### src/rtl/board_cfg.svh
`ifndef BOARD_CFG_SVH
`define BOARD_CFG_SVH

// ----------------------------------------
// Reset sequencing
// ----------------------------------------

// Power-on counter width, reset held for 2**W cycles
`define BOARD_POR_COUNT_W 6

// Flops in the core reset synchronizer
`define BOARD_SYNC_STAGES 2

// ----------------------------------------
// Fan PWM
// ----------------------------------------

`define BOARD_PWM_W 4         // Level and period counter width
`define BOARD_PWM_PRESCALE 4  // clk cycles per PWM tick

`endif
### src/rtl/board_pkg.sv
`include "board_cfg.svh"

package board_pkg;

  // ----------------------------------------
  // Reset levels out of reset_ctrl
  // ----------------------------------------
  typedef struct packed {
    logic por_rstn;   // Board power-on reset, sticky once released
    logic core_rstn;  // Power-on reset merged with debug reset
  } rst_bus_t;

  // ----------------------------------------
  // Time references out of timebase
  // ----------------------------------------
  typedef struct packed {
    logic rtc;       // clk divided by two
    logic pwm_tick;  // One-cycle strobe per prescale period
  } time_bus_t;

  // Fan duty, also the width of the PWM period counter
  typedef logic [`BOARD_PWM_W-1:0] pwm_level_t;

endpackage

### src/rtl/board_ctrl_top.sv
`timescale 1ns/1ps

module board_ctrl_top (
  input  logic                  clk,
  input  logic                  cpu_resetn,
  input  logic                  clk_locked_i,
  input  logic                  ndm_reset_i,
  input  board_pkg::pwm_level_t fan_level_i,
  output logic                  sys_rstn_o,
  output logic                  core_rstn_o,
  output logic                  rtc_o,
  output logic                  fan_pwm_o
);

  board_pkg::rst_bus_t  rst_bus;
  board_pkg::time_bus_t time_bus;

  // ----------------------------------------
  // Reset sequencing
  // ----------------------------------------

  reset_ctrl i_reset_ctrl (
    .clk          ( clk          ),
    .cpu_resetn   ( cpu_resetn   ),
    .clk_locked_i ( clk_locked_i ),
    .ndm_reset_i  ( ndm_reset_i  ),
    .rst_bus_o    ( rst_bus      )
  );

  assign sys_rstn_o  = rst_bus.por_rstn;
  assign core_rstn_o = rst_bus.core_rstn;

  // ----------------------------------------
  // Time references
  // ----------------------------------------

  timebase i_timebase (
    .clk         ( clk               ),
    .core_rstn_i ( rst_bus.core_rstn ),  // Held with the core
    .time_bus_o  ( time_bus          )
  );

  assign rtc_o = time_bus.rtc;

  // ----------------------------------------
  // Fan
  // ----------------------------------------

  fan_pwm i_fan_pwm (
    .clk         ( clk               ),
    .core_rstn_i ( rst_bus.core_rstn ),
    .pwm_tick_i  ( time_bus.pwm_tick ),
    .fan_level_i ( fan_level_i       ),
    .fan_pwm_o   ( fan_pwm_o         )
  );

endmodule

### src/rtl/fan_pwm.sv
`timescale 1ns/1ps

module fan_pwm (
  input  logic                  clk,
  input  logic                  core_rstn_i,
  input  logic                  pwm_tick_i,
  input  board_pkg::pwm_level_t fan_level_i,
  output logic                  fan_pwm_o
);

  board_pkg::pwm_level_t cnt_q;
  board_pkg::pwm_level_t level_q;    // Duty for the running period
  board_pkg::pwm_level_t cnt_nxt;
  board_pkg::pwm_level_t level_nxt;
  logic                  out_q;

  // ----------------------------------------
  // Next period position and duty
  // ----------------------------------------

  assign cnt_nxt = cnt_q + 1'b1;

  // New level only taken as the counter wraps to zero
  always_comb begin
    level_nxt = level_q;
    if (&cnt_q) begin
      level_nxt = fan_level_i;
    end
  end

  // ----------------------------------------
  // Tick driven state
  // ----------------------------------------

  always_ff @(posedge clk or negedge core_rstn_i) begin
    if (!core_rstn_i) begin
      cnt_q   <= '0;
      level_q <= '0;
      out_q   <= 1'b0;
    end else if (pwm_tick_i) begin
      cnt_q   <= cnt_nxt;
      level_q <= level_nxt;
      out_q   <= (cnt_nxt < level_nxt);  // High for the first level ticks
    end
  end

  assign fan_pwm_o = out_q;

  // Zero duty keeps the fan off for the whole period
  a_zero_level_off: assert property (
    @(posedge clk) disable iff (!core_rstn_i)
    (level_q == '0) |-> !fan_pwm_o
  );

endmodule

### src/rtl/timebase.sv
`timescale 1ns/1ps
`include "board_cfg.svh"

module timebase (
  input  logic                 clk,
  input  logic                 core_rstn_i,
  output board_pkg::time_bus_t time_bus_o
);

  localparam int unsigned PRESC_W =
    (`BOARD_PWM_PRESCALE > 1) ? $clog2(`BOARD_PWM_PRESCALE) : 1;
  localparam logic [PRESC_W-1:0] PRESC_LAST = PRESC_W'(`BOARD_PWM_PRESCALE - 1);

  logic               rtc_q;
  logic               tick_q;
  logic [PRESC_W-1:0] presc_q;

  // ----------------------------------------
  // RTC divider and PWM prescaler
  // ----------------------------------------

  always_ff @(posedge clk or negedge core_rstn_i) begin
    if (!core_rstn_i) begin
      rtc_q   <= 1'b0;
      presc_q <= '0;
      tick_q  <= 1'b0;
    end else begin
      rtc_q <= ~rtc_q;  // Half the system clock
      if (presc_q == PRESC_LAST) begin
        presc_q <= '0;
      end else begin
        presc_q <= presc_q + 1'b1;
      end
      tick_q <= (presc_q == PRESC_LAST);  // One cycle per wrap
    end
  end

  assign time_bus_o.rtc      = rtc_q;
  assign time_bus_o.pwm_tick = tick_q;

  // Strobe never stretches into a level
  a_tick_single: assert property (
    @(posedge clk) disable iff (!core_rstn_i)
    tick_q |=> !tick_q
  );

endmodule

### src/rtl/reset_ctrl.sv
`timescale 1ns/1ps
`include "board_cfg.svh"

module reset_ctrl (
  input  logic                clk,
  input  logic                cpu_resetn,
  input  logic                clk_locked_i,
  input  logic                ndm_reset_i,
  output board_pkg::rst_bus_t rst_bus_o
);

  localparam int unsigned CNT_W  = `BOARD_POR_COUNT_W;
  localparam int unsigned STAGES = `BOARD_SYNC_STAGES;

  logic [CNT_W-1:0]  por_cnt_q;
  logic              por_done_q;
  logic              por_rstn_q;
  logic              core_src_n;   // Low while core must be held
  logic [STAGES-1:0] core_sync_q;

  // ----------------------------------------
  // Power-on reset counter
  // ----------------------------------------

  always_ff @(posedge clk or negedge cpu_resetn) begin
    if (!cpu_resetn) begin
      por_cnt_q  <= '0;
      por_done_q <= 1'b0;
    end else begin
      if (!(&por_cnt_q)) begin
        por_cnt_q <= por_cnt_q + 1'b1;  // Stops at all ones
      end
      por_done_q <= por_done_q | (&por_cnt_q);
    end
  end

  // Release needs the count and clock lock together,
  // then stays released until the board reset returns
  always_ff @(posedge clk or negedge cpu_resetn) begin
    if (!cpu_resetn) begin
      por_rstn_q <= 1'b0;
    end else if (por_done_q && clk_locked_i) begin
      por_rstn_q <= 1'b1;
    end
  end

  // ----------------------------------------
  // Core reset synchronizer
  // ----------------------------------------

  assign core_src_n = por_rstn_q & ~ndm_reset_i;

  // Asserts at once, releases after STAGES rising edges
  always_ff @(posedge clk or negedge core_src_n) begin
    if (!core_src_n) begin
      core_sync_q <= '0;
    end else begin
      core_sync_q <= {core_sync_q[STAGES-2:0], 1'b1};
    end
  end

  assign rst_bus_o.por_rstn  = por_rstn_q;
  assign rst_bus_o.core_rstn = core_sync_q[STAGES-1];

  // ----------------------------------------
  // Checks
  // ----------------------------------------

  // Power-on release only follows a cycle with lock present
  a_por_needs_lock: assert property (
    @(posedge clk) disable iff (!cpu_resetn)
    $rose(por_rstn_q) |-> $past(clk_locked_i)
  );

  // Debug reset request reaches the core reset through the chain
  a_ndm_holds_core: assert property (
    @(posedge clk)
    ndm_reset_i |-> !rst_bus_o.core_rstn
  );

endmodule

### config.mk
export PLATFORM = sky130hd
export DESIGN_NAME = board_ctrl_top
export DESIGN_NICKNAME = d
export VERILOG_FILES = /design/src/rtl/board_pkg.sv /design/src/rtl/board_ctrl_top.sv /design/src/rtl/fan_pwm.sv /design/src/rtl/timebase.sv /design/src/rtl/reset_ctrl.sv
export VERILOG_INCLUDE_DIRS = /design/src /design/src/rtl
export SDC_FILE = /design/constraint.sdc
export NUM_CORES = 1
export LEC_CHECK = 0
export BUFFER_PORTS_ARGS = -buffer_cell sky130_fd_sc_hd__buf_2
export CAP_MARGIN = 10
export CORE_UTILIZATION = 35
export CTS_BUF_LIST = sky130_fd_sc_hd__clkbuf_16
export CTS_CLUSTER_SIZE = 20
export DETAILED_ROUTE_END_ITERATION = 6
export HOLD_SLACK_MARGIN = 0.08
export PLACE_DENSITY_LB_ADDON = 0.12
export SLEW_MARGIN = 5
export SYNTH_ARGS = -nofsm -noshare
export SYNTH_HDL_FRONTEND = slang
export SYNTH_SLANG_ARGS = --single-unit
### constraint.sdc
create_clock -name clk -period 1.55 [get_ports clk]
set_input_delay 0.31 -clock clk [delete_from_list [all_inputs] [get_ports clk]]
set_output_delay 0.31 -clock clk [all_outputs]
set_load 0.05 [all_outputs]
# Yosys cells after proc, flatten, opt, wreduce, memory -nomap -nowiden
# Index checks and enable logic that the tools add are counted.
# totals
register_bits	23
in_bits	8
out_inout_bits	4
elab_cells	24
# classes
addsub	3
order_cmp	1
n_eq_ne	1
n_mux	2
bitwise	4
reduce_logical	3
# op_table
operator	n
$add A6 B1 Y6 const B	1
$reduce_and A6 Y1	1
$add A4 B1 Y4 const B	1
$lt A4 B4 Y1	1
$mux W4	1
$reduce_and A4 Y1	1
$add A2 B1 Y2 const B	1
$eq A2 B2 Y1 const B	1
$mux W2	1
$not A1 Y1	2
$and A1 B1 Y1	1
$logic_and A1 B1 Y1	1
$or A1 B1 Y1	1

# Logic depth before layout (Yosys ltp)
# Gate-level depths: netlist of the first run.
# logic_depth
ltp_word	3
mapped_depth	7
mapped_depth_nobuf	7

# Cells and area by module
# Synthesis of the first run repeated with hierarchy kept, for this count alone.
# unflattened
cells_unflattened	87
area_unflattened_um2	1078.5
# by_module_without_submodules
mod	n_inst	cells_per_inst	area_per_inst_um2	seq_area_each_um2
fan_pwm	1	44	526.8	225.2
reset_ctrl	1	34	416.6	250.2
timebase	1	9	135.1	100.1

# Worst setup path before layout of the first run
# OpenSTA, ideal clock, no wires.
# synth_path
path_kind	flip-flop to flip-flop
start	register i_fan_pwm.cnt_q[0]
end	register i_fan_pwm.out_q, in the netlist i_fan_pwm.fan_pwm_o
setup_time_ps	94
t_arrival_ps	1616
required_time_ps	1456
slack_ps	-160
stages_incl_launch_ff	8
path_buffers	0
period_less_slack_ps	1710
path_cell_list	dfrtp_1 -> ha_1 -> nand3_2 -> mux2i_1 -> ha_1 -> nand2_1 -> nor2_1 -> a221oi_2
# synth_via
elab_chain_len	3
word_cells_on_any_way	4
cone_classes	add/sub: 1; order compare: 1; mux: 1; reduce/logical: 1
# synth_lines
item	line_no	rtl
start, declared	fan_pwm.sv:11	board_pkg::pwm_level_t cnt_q;
start signal, assigned	fan_pwm.sv:41	cnt_q <= cnt_nxt;
branches (longest 2 deep; another with $add A4 B1 Y4)	-	
$lt A4 B4 Y1 (*)	fan_pwm.sv:43	out_q <= (cnt_nxt < level_nxt);
end signal, assigned	fan_pwm.sv:43	
end, declared	fan_pwm.sv:15	logic out_q;
# Mark *: on every way between the ends.
# A chain may end at the register's enable or synchronous reset.

# Worst setup path after layout of the first run
# Ends and elaborated chain as after synthesis.

==> results of run 1 <==
routing by layer:
layer  vias to the layer above  GRT usage  wire length, um
met5                         -          0                0
met1                       310      0.157              809
met4                         0     0.0732               43
li1                        321          -                -
met2                         8      0.231              841
met3                         5     0.0346               49
final cells by class:
type	count	share of cell area
clock buffers	3	0.0581
clock inverters	1	0.00291
inverters	3	0.00872
multi-input cells	54	0.366
flip-flops and latches	23	0.447
well taps	31	0.0300
repair buffers	18	0.0872
worst max path at each step:
stage	from	endpoint	slack (ns)	depth (start not counted)
floorplan	i_fan_pwm.cnt_q[0]$_DFFE_PN0P_	i_fan_pwm.fan_pwm_o$_DFFE_PN0P_	-0.06	7
global placement	i_fan_pwm.cnt_q[0]$_DFFE_PN0P_	i_fan_pwm.fan_pwm_o$_DFFE_PN0P_	-0.05	7
detailed placement	i_fan_pwm.cnt_q[0]$_DFFE_PN0P_	i_fan_pwm.fan_pwm_o$_DFFE_PN0P_	-0.12	7
CTS	i_fan_pwm.cnt_q[0]$_DFFE_PN0P_	i_fan_pwm.fan_pwm_o$_DFFE_PN0P_	-0.12	7
global route	i_fan_pwm.cnt_q[0]$_DFFE_PN0P_	i_fan_pwm.fan_pwm_o$_DFFE_PN0P_	-0.22	7
finish	i_fan_pwm.cnt_q[0]$_DFFE_PN0P_	i_fan_pwm.fan_pwm_o$_DFFE_PN0P_	-0.1	7
sequential cells by signal, summed over array words and instances (netlist names):
name / count
i_fan_pwm.fan_pwm_o: 1
i_timebase.tick_q: 1
i_reset_ctrl.por_done_q: 1
i_reset_ctrl.por_rstn_q: 1
i_fan_pwm.cnt_q: 4
i_reset_ctrl.por_cnt_q: 6
i_timebase.presc_q: 2
i_reset_ctrl.core_sync_q: 2
i_fan_pwm.level_q: 4
i_timebase.rtc_q: 1
power by group through the flow:
stage          logic [mW]  clock network, mW  registers, mW
2_1_floorplan      0.0210                  0          0.643
3_3_place_gp       0.0628                  0          0.627
3_5_place_dp       0.0636                  0          0.627
4_1_cts            0.0689              0.568          0.616
5_1_grt            0.0765              0.592          0.616
6_report           0.0672              0.549          0.616
cells in the final DEF, fill, tap and decap left out, types with 2 or more instances in the layout:
master	instances
nand2_1	7
nand4_1	2
dlygate4sd3_1	2
xor2_1	3
dfrtp_1	22
mux2i_1	3
mux2_4	2
mux2_2	5
a31oi_1	2
buf_4	5
ha_1	4
buf_2	11
nor2b_1	3
inv_1	4
xnor2_1	5
clkbuf_16	3
through the flow:
stage / cell area (um^2) / util
global route: 1290 / 0.460
detailed placement: 1180 / 0.422
CTS: 1290 / 0.459
finish: 1290 / 0.460
floorplan: 1070 / -
global placement: 1180 / 0.422
cells by family after synthesis:
family                     count (synthesis)  synth area share
other                                      1           0.00358
xor gates and xnor gates                   8            0.0668
adders and majority gates                  6            0.0716
DFF                                       23             0.549
muxes                                     10             0.111
buffers and inverters                      6            0.0310
AOI/OAI and AO/OA                          6            0.0465
and+or+nand+nor                           23             0.121
what timing repair did:
action | CTS | global route
pin swaps | 1 | 0
endpoints found under the hold margin | 10 | 0
hold buffers | 2 | 0
resized for setup | 1 | 2
setup endpoints to repair | 1 | 2
==> run metrics, run 1 <==
CTS buffer count=3; ys async rst share=1.00; CTS HTree Levels=1; Seq/Total Area, Yosys=0.549; clock power share=0.446; switching share of power=0.202; tightest hold margin=~0.20 ns; # DRC=0; worst path cell trace=ha_4, nand3_4, mux2i_1, ha_1, nand2_2, nor3b_2, a221oi_2; post-route minimum period=1.65 ns; leading area contributor after synthesis=dfrtp_1; Worst path max stage delay=about 0.42 ns; drt wl/cell=between 10 and 15 um; DRT antenna net count=0; post-DP HPWL=1310 um; Worst EP arrival=about 1.8 ns; top cell type's share of synthesized area=0.549; DR iter-0 viols=22; NetSw=approximately 0.25 mW; Sequential Power Share=0.500; YS warnings=0; Internal Power=between 0.9 and 1 mW; reg-to-reg startpoint=i_fan_pwm.cnt_q[0]$_DFFE_PN0P_; final max-slew violation count=0; Mapped Nets=97; Tot Pwr=around 1.2 mW; Ant. Diodes=0; VDD IR-drop max=about 430 uV; synth unique cells=27; Syn Area/Cell=approximately 13 um^2; clk_skew=~0.0022 ns; Hold Path Class=register to asynchronous set/reset pin; first-pass GRT wire length=3190 um; antenna violations before repair=0; Synth Instances=83; share of power burned in combinational logic=0.055; most common cell in the synthesized netlist=dfrtp_1; # port buffers=11; share of cells above drive strength 1=0.343; vias in the first global route=slightly above 700; worst slack, placed=-0.122 ns; multi-input logic area=approximately 470 um^2; status=complete, but fails checks; final setup fails=1; die extent in y=~57 um; Post-Place Cells=around 130; LEAKAGE=about 0.65 nW; startpoint class of the critical path=register; Routed Wire Length=around 1700 um; GRT Util Overall=0.136; non-filler cells in the finished layout=133; final worst slack=-0.0998 ns; TNS Setup=-0.0998 ns; WP buf/inv=0; clock transition at the registers of the reported paths=around 0.060 ns; Critical Path RT=1.71 ns; drt first pass iters=4; RSZ-0062 raised after global routing=true; postcts setup bufs=0; Mapped Area=between 1000 and 1500 um^2; crit-path max FO=4; delay-heaviest family, CP=adder cells; CTS Root Cell=clkbuf_16; leading post-synthesis cells by cell area=dfrtp_1, ha_1, mux2_2; fill cell count=around 270; Via-to-Cell Ratio=4.84; Hold Fails Final Rpt=0; PwrDens=between 900 and 1000 nW/um^2; capturing point of the worst reg2reg path=i_fan_pwm.fan_pwm_o$_DFFE_PN0P_; Reg2Reg Depth=7; Layout Area Growth over Synthesis=23.2%; via count=644; Crit. End Element=register; FMAX=0.606 GHz; Remaining Overflow, GRT=0; Post-synth top cells=dfrtp_1, nand2_1, ha_1, mux2_2, xnor2_1; Crit-path slowest cell=dfrtp_2; Synth Register Bits=23; CTS tree=done; Layout Nets=117; clk_lat worst skew=between 0.2 and 0.3 ns; gpl congestion=around 0.7; critical path class=register to register; Core ar.=2810 um^2; initial core utilization=0.374; Final Cycle Share=1.06; Longest Clk Path Bufs=2; CTS sink cnt=23; largest net degree at the start of global routing=14; register area=577 um^2; Boundary Pins=12; flop-to-flop setup slack=-0.1 ns; maxcap violations=0; main flop type after synthesis=dfrtp_1; number of synthesized flops with an enable pin=0; site row count=19; failing checks=setup timing; die footprint=3220 um^2; Die W=~57 um
(Power assumes the default switching activity.)
==> run 2, diff against run 1 <==
--- a/config.mk
+++ b/config.mk
@@ -6,9 +6,9 @@
 export SDC_FILE = /design/constraint.sdc
 export NUM_CORES = 1
 export LEC_CHECK = 0
-export BUFFER_PORTS_ARGS = -buffer_cell sky130_fd_sc_hd__buf_2
+export BUFFER_PORTS_ARGS = -buffer_cell sky130_fd_sc_hd__clkbuf_2
 export CAP_MARGIN = 10
-export CORE_UTILIZATION = 35
+export CORE_UTILIZATION = 45
 export CTS_BUF_LIST = sky130_fd_sc_hd__clkbuf_16
 export CTS_CLUSTER_SIZE = 20
 export DETAILED_ROUTE_END_ITERATION = 6
==> run 2 against run 1 <==
Net effect: the flow still finishes with violations (setup timing); global-route usage grew 1.8 points; register-to-register slack about the same; count of clock-buffer cells in the layout is the same; first-iteration DRC count decreased by 68%; worst hold slack got worse by 0.0099 ns; sequential cell count is the same; maximum frequency rose by 0.68%; clock skew hardly changed; die area fell by 21%; critical endpoint unchanged; largest power group unchanged.
==> run metrics, run 2 (synthesis gave the netlist of run 1 again) <==
Hold Fails Final Rpt=0 (unchanged); post-route minimum period=1.64 ns (-0.0112 ns); Ant. Diodes=0 (unchanged); CTS Root Cell=clkbuf_16; share of cells above drive strength 1=0.343 (unchanged); final max-slew violation count=0 (unchanged); startpoint class of the critical path=register; Critical Path RT=1.71 ns (about the same); status=complete, but fails checks; fill cell count=195 (-27%); critical path class=register to register; failing checks=setup timing; first-pass GRT wire length=2800 um (-12%); Reg2Reg Depth=7 (unchanged); share of power burned in combinational logic=0.055 (about the same); vias in the first global route=641 (-10%); Layout Area Growth over Synthesis=22.7%; DRT antenna net count=0 (unchanged); antenna violations before repair=0 (unchanged); clk_skew=0.00255 ns (+0.000349 ns); Worst EP arrival=1.80 ns (about the same); delay-heaviest family, CP=adder cells; Core ar.=2210 um^2 (-21%); Tot Pwr=1.22 mW (-1.0%); clk_lat worst skew=0.25 ns (about the same); Layout Nets=117 (unchanged); Internal Power=0.985 mW (+0.17%); biggest regs=i_reset_ctrl.por_cnt_q (6), i_fan_pwm.cnt_q (4), i_fan_pwm.level_q (4); die footprint=2530 um^2 (-21%); critical path depth=7 (unchanged); WP buf/inv=0 (unchanged); Final Cycle Share=1.06 (-0.00724); switching share of power=0.192 (-0.00960); Longest Clk Path Bufs=2 (unchanged); VDD IR-drop max=721 uV (+67%); post-DP HPWL=1280 um (-2.3%); Worst path max stage delay=0.42 ns (about the same); drt first pass iters=3 (-1); PwrDens=948 nW/um^2 (-0.63%); Top reg by flops=i_reset_ctrl.por_cnt_q; non-filler cells in the finished layout=130 (-2.3%); # port buffers=11 (unchanged); clock transition at the registers of the reported paths=0.05 ns (about the same); Remaining Overflow, GRT=0 (unchanged); # DRC=0 (unchanged); Die W=50.3 um (-11%); Crit. End Element=register; Hold Path Class=register to asynchronous set/reset pin; CTS buffer count=3 (unchanged); initial core utilization=0.474 (+0.100); end point of the critical path=i_fan_pwm.fan_pwm_o$_DFFE_PN0P_; GRT Util Overall=0.155 (+0.0184); clock power share=0.439 (-0.007); CTS tree=done; RSZ-0062 raised after global routing=true; gpl congestion=0.729 (+3.7%); most frequent cells in the layout=dfrtp_1, clkbuf_2, nand2_1; largest net degree at the start of global routing=14 (unchanged); Setup crit start=i_fan_pwm.cnt_q[0]$_DFFE_PN0P_; CTS sink cnt=23 (unchanged); flop-to-flop setup slack=-0.09 ns (about the same); commonest non-fill, non-tap cell in the layout=dfrtp_1; tightest hold margin=0.192 ns (-0.00987 ns); final worst slack=-0.0886 ns (+0.0112 ns); Boundary Pins=12 (unchanged); Crit-path slowest cell=dfrtp_2; drt wl/cell=12.7 um (-2.9%); NetSw=0.234 mW (-5.7%); FMAX=0.610 GHz (+0.68%); max reg flops=6 (unchanged); capturing point of the worst reg2reg path=i_fan_pwm.fan_pwm_o$_DFFE_PN0P_; Post-Place Cells=123 (-3.1%); site row count=17 (-2); worst path cell trace=ha_4, nand3_4, mux2i_1, ha_1, nand2_2, nor2_2, a221oi_2; reg-to-reg startpoint=i_fan_pwm.cnt_q[0]$_DFFE_PN0P_; Sequential Power Share=0.505 (+0.005); via count=643 (-0.16%); final setup fails=1 (unchanged); crit-path max FO=4 (unchanged); DR iter-0 viols=7 (-68%); Via-to-Cell Ratio=4.95 (+2.1%); LEAKAGE=0.648 nW (-0.10%); die extent in y=50.3 um (-11%); CTS HTree Levels=1 (unchanged); maxcap violations=0 (unchanged); Routed Wire Length=1660 um (-5.0%)
run 2: timing repair:
action	4_1_cts	5_1_grt
hold buffers	2	0
hold endpoints to repair	10	0
gates resized for setup	2	0
pin swaps	4	4
setup buffers	1	0
setup endpoints to repair	1	1
run 2: per-stage QoR:
| stage | area, um^2 | setup TNS, ns | utilization | worst slack [ns] |
|---|---|---|---|---|
| floorplan | 1070 | -0.0581 | - | -0.0581 |
| global placement | 1170 | -0.0816 | 0.531 | -0.0816 |
| detailed placement | 1170 | -0.123 | 0.531 | -0.123 |
| CTS | 1290 | -0.112 | 0.581 | -0.112 |
| global route | 1290 | -0.151 | 0.581 | -0.151 |
| finish | 1290 | -0.0886 | 0.581 | -0.0886 |
run 2: power groups by stage:
stage | clock network (mW) | logic, mW | registers [mW]
after global placement | 0 | 0.0627 | 0.626
final | 0.536 | 0.0676 | 0.616
after detailed placement | 0 | 0.0638 | 0.627
after floorplan | 0 | 0.0210 | 0.643
after global routing | 0.578 | 0.0754 | 0.616
after CTS | 0.557 | 0.0693 | 0.616
run 2: layer usage:
| layer | track usage | vias to the layer above | wire (um) |
|---|---|---|---|
| met5 | 0 | - | 0 |
| met4 | 0.0857 | 0 | 26 |
| li1 | - | 322 | - |
| met3 | 0.0273 | 2 | 46 |
| met1 | 0.194 | 310 | 812 |
| met2 | 0.251 | 9 | 770 |
run 2: worst min path at each step:
| stage | from | to |
|---|---|---|
| after floorplan | cpu_resetn | i_reset_ctrl.por_cnt_q[0]$_DFFE_PN0N_ |
| after global placement | cpu_resetn | i_reset_ctrl.por_cnt_q[0]$_DFFE_PN0N_ |
| after detailed placement | cpu_resetn | i_reset_ctrl.por_cnt_q[0]$_DFFE_PN0N_ |
| after CTS | i_reset_ctrl.core_sync_q[1]$_DFF_PN0_ | i_fan_pwm.cnt_q[3]$_DFFE_PN0P_ |
| after global routing | i_reset_ctrl.core_sync_q[1]$_DFF_PN0_ | i_fan_pwm.cnt_q[3]$_DFFE_PN0P_ |
| final | i_reset_ctrl.core_sync_q[1]$_DFF_PN0_ | i_fan_pwm.fan_pwm_o$_DFFE_PN0P_ |
run 2: final cells by class:
class | instances | area (um^2) | area share
Tap cell | 28 | 35.0 | 0.0272
Timing Repair Buffer | 18 | 113 | 0.0875
Multi-Input combinational cell | 54 | 470 | 0.366
Clock buffer | 3 | 75.1 | 0.0584
Sequential cell | 23 | 577 | 0.448
Clock inverter | 1 | 5.00 | 0.00389
Inverter | 3 | 11.3 | 0.00875
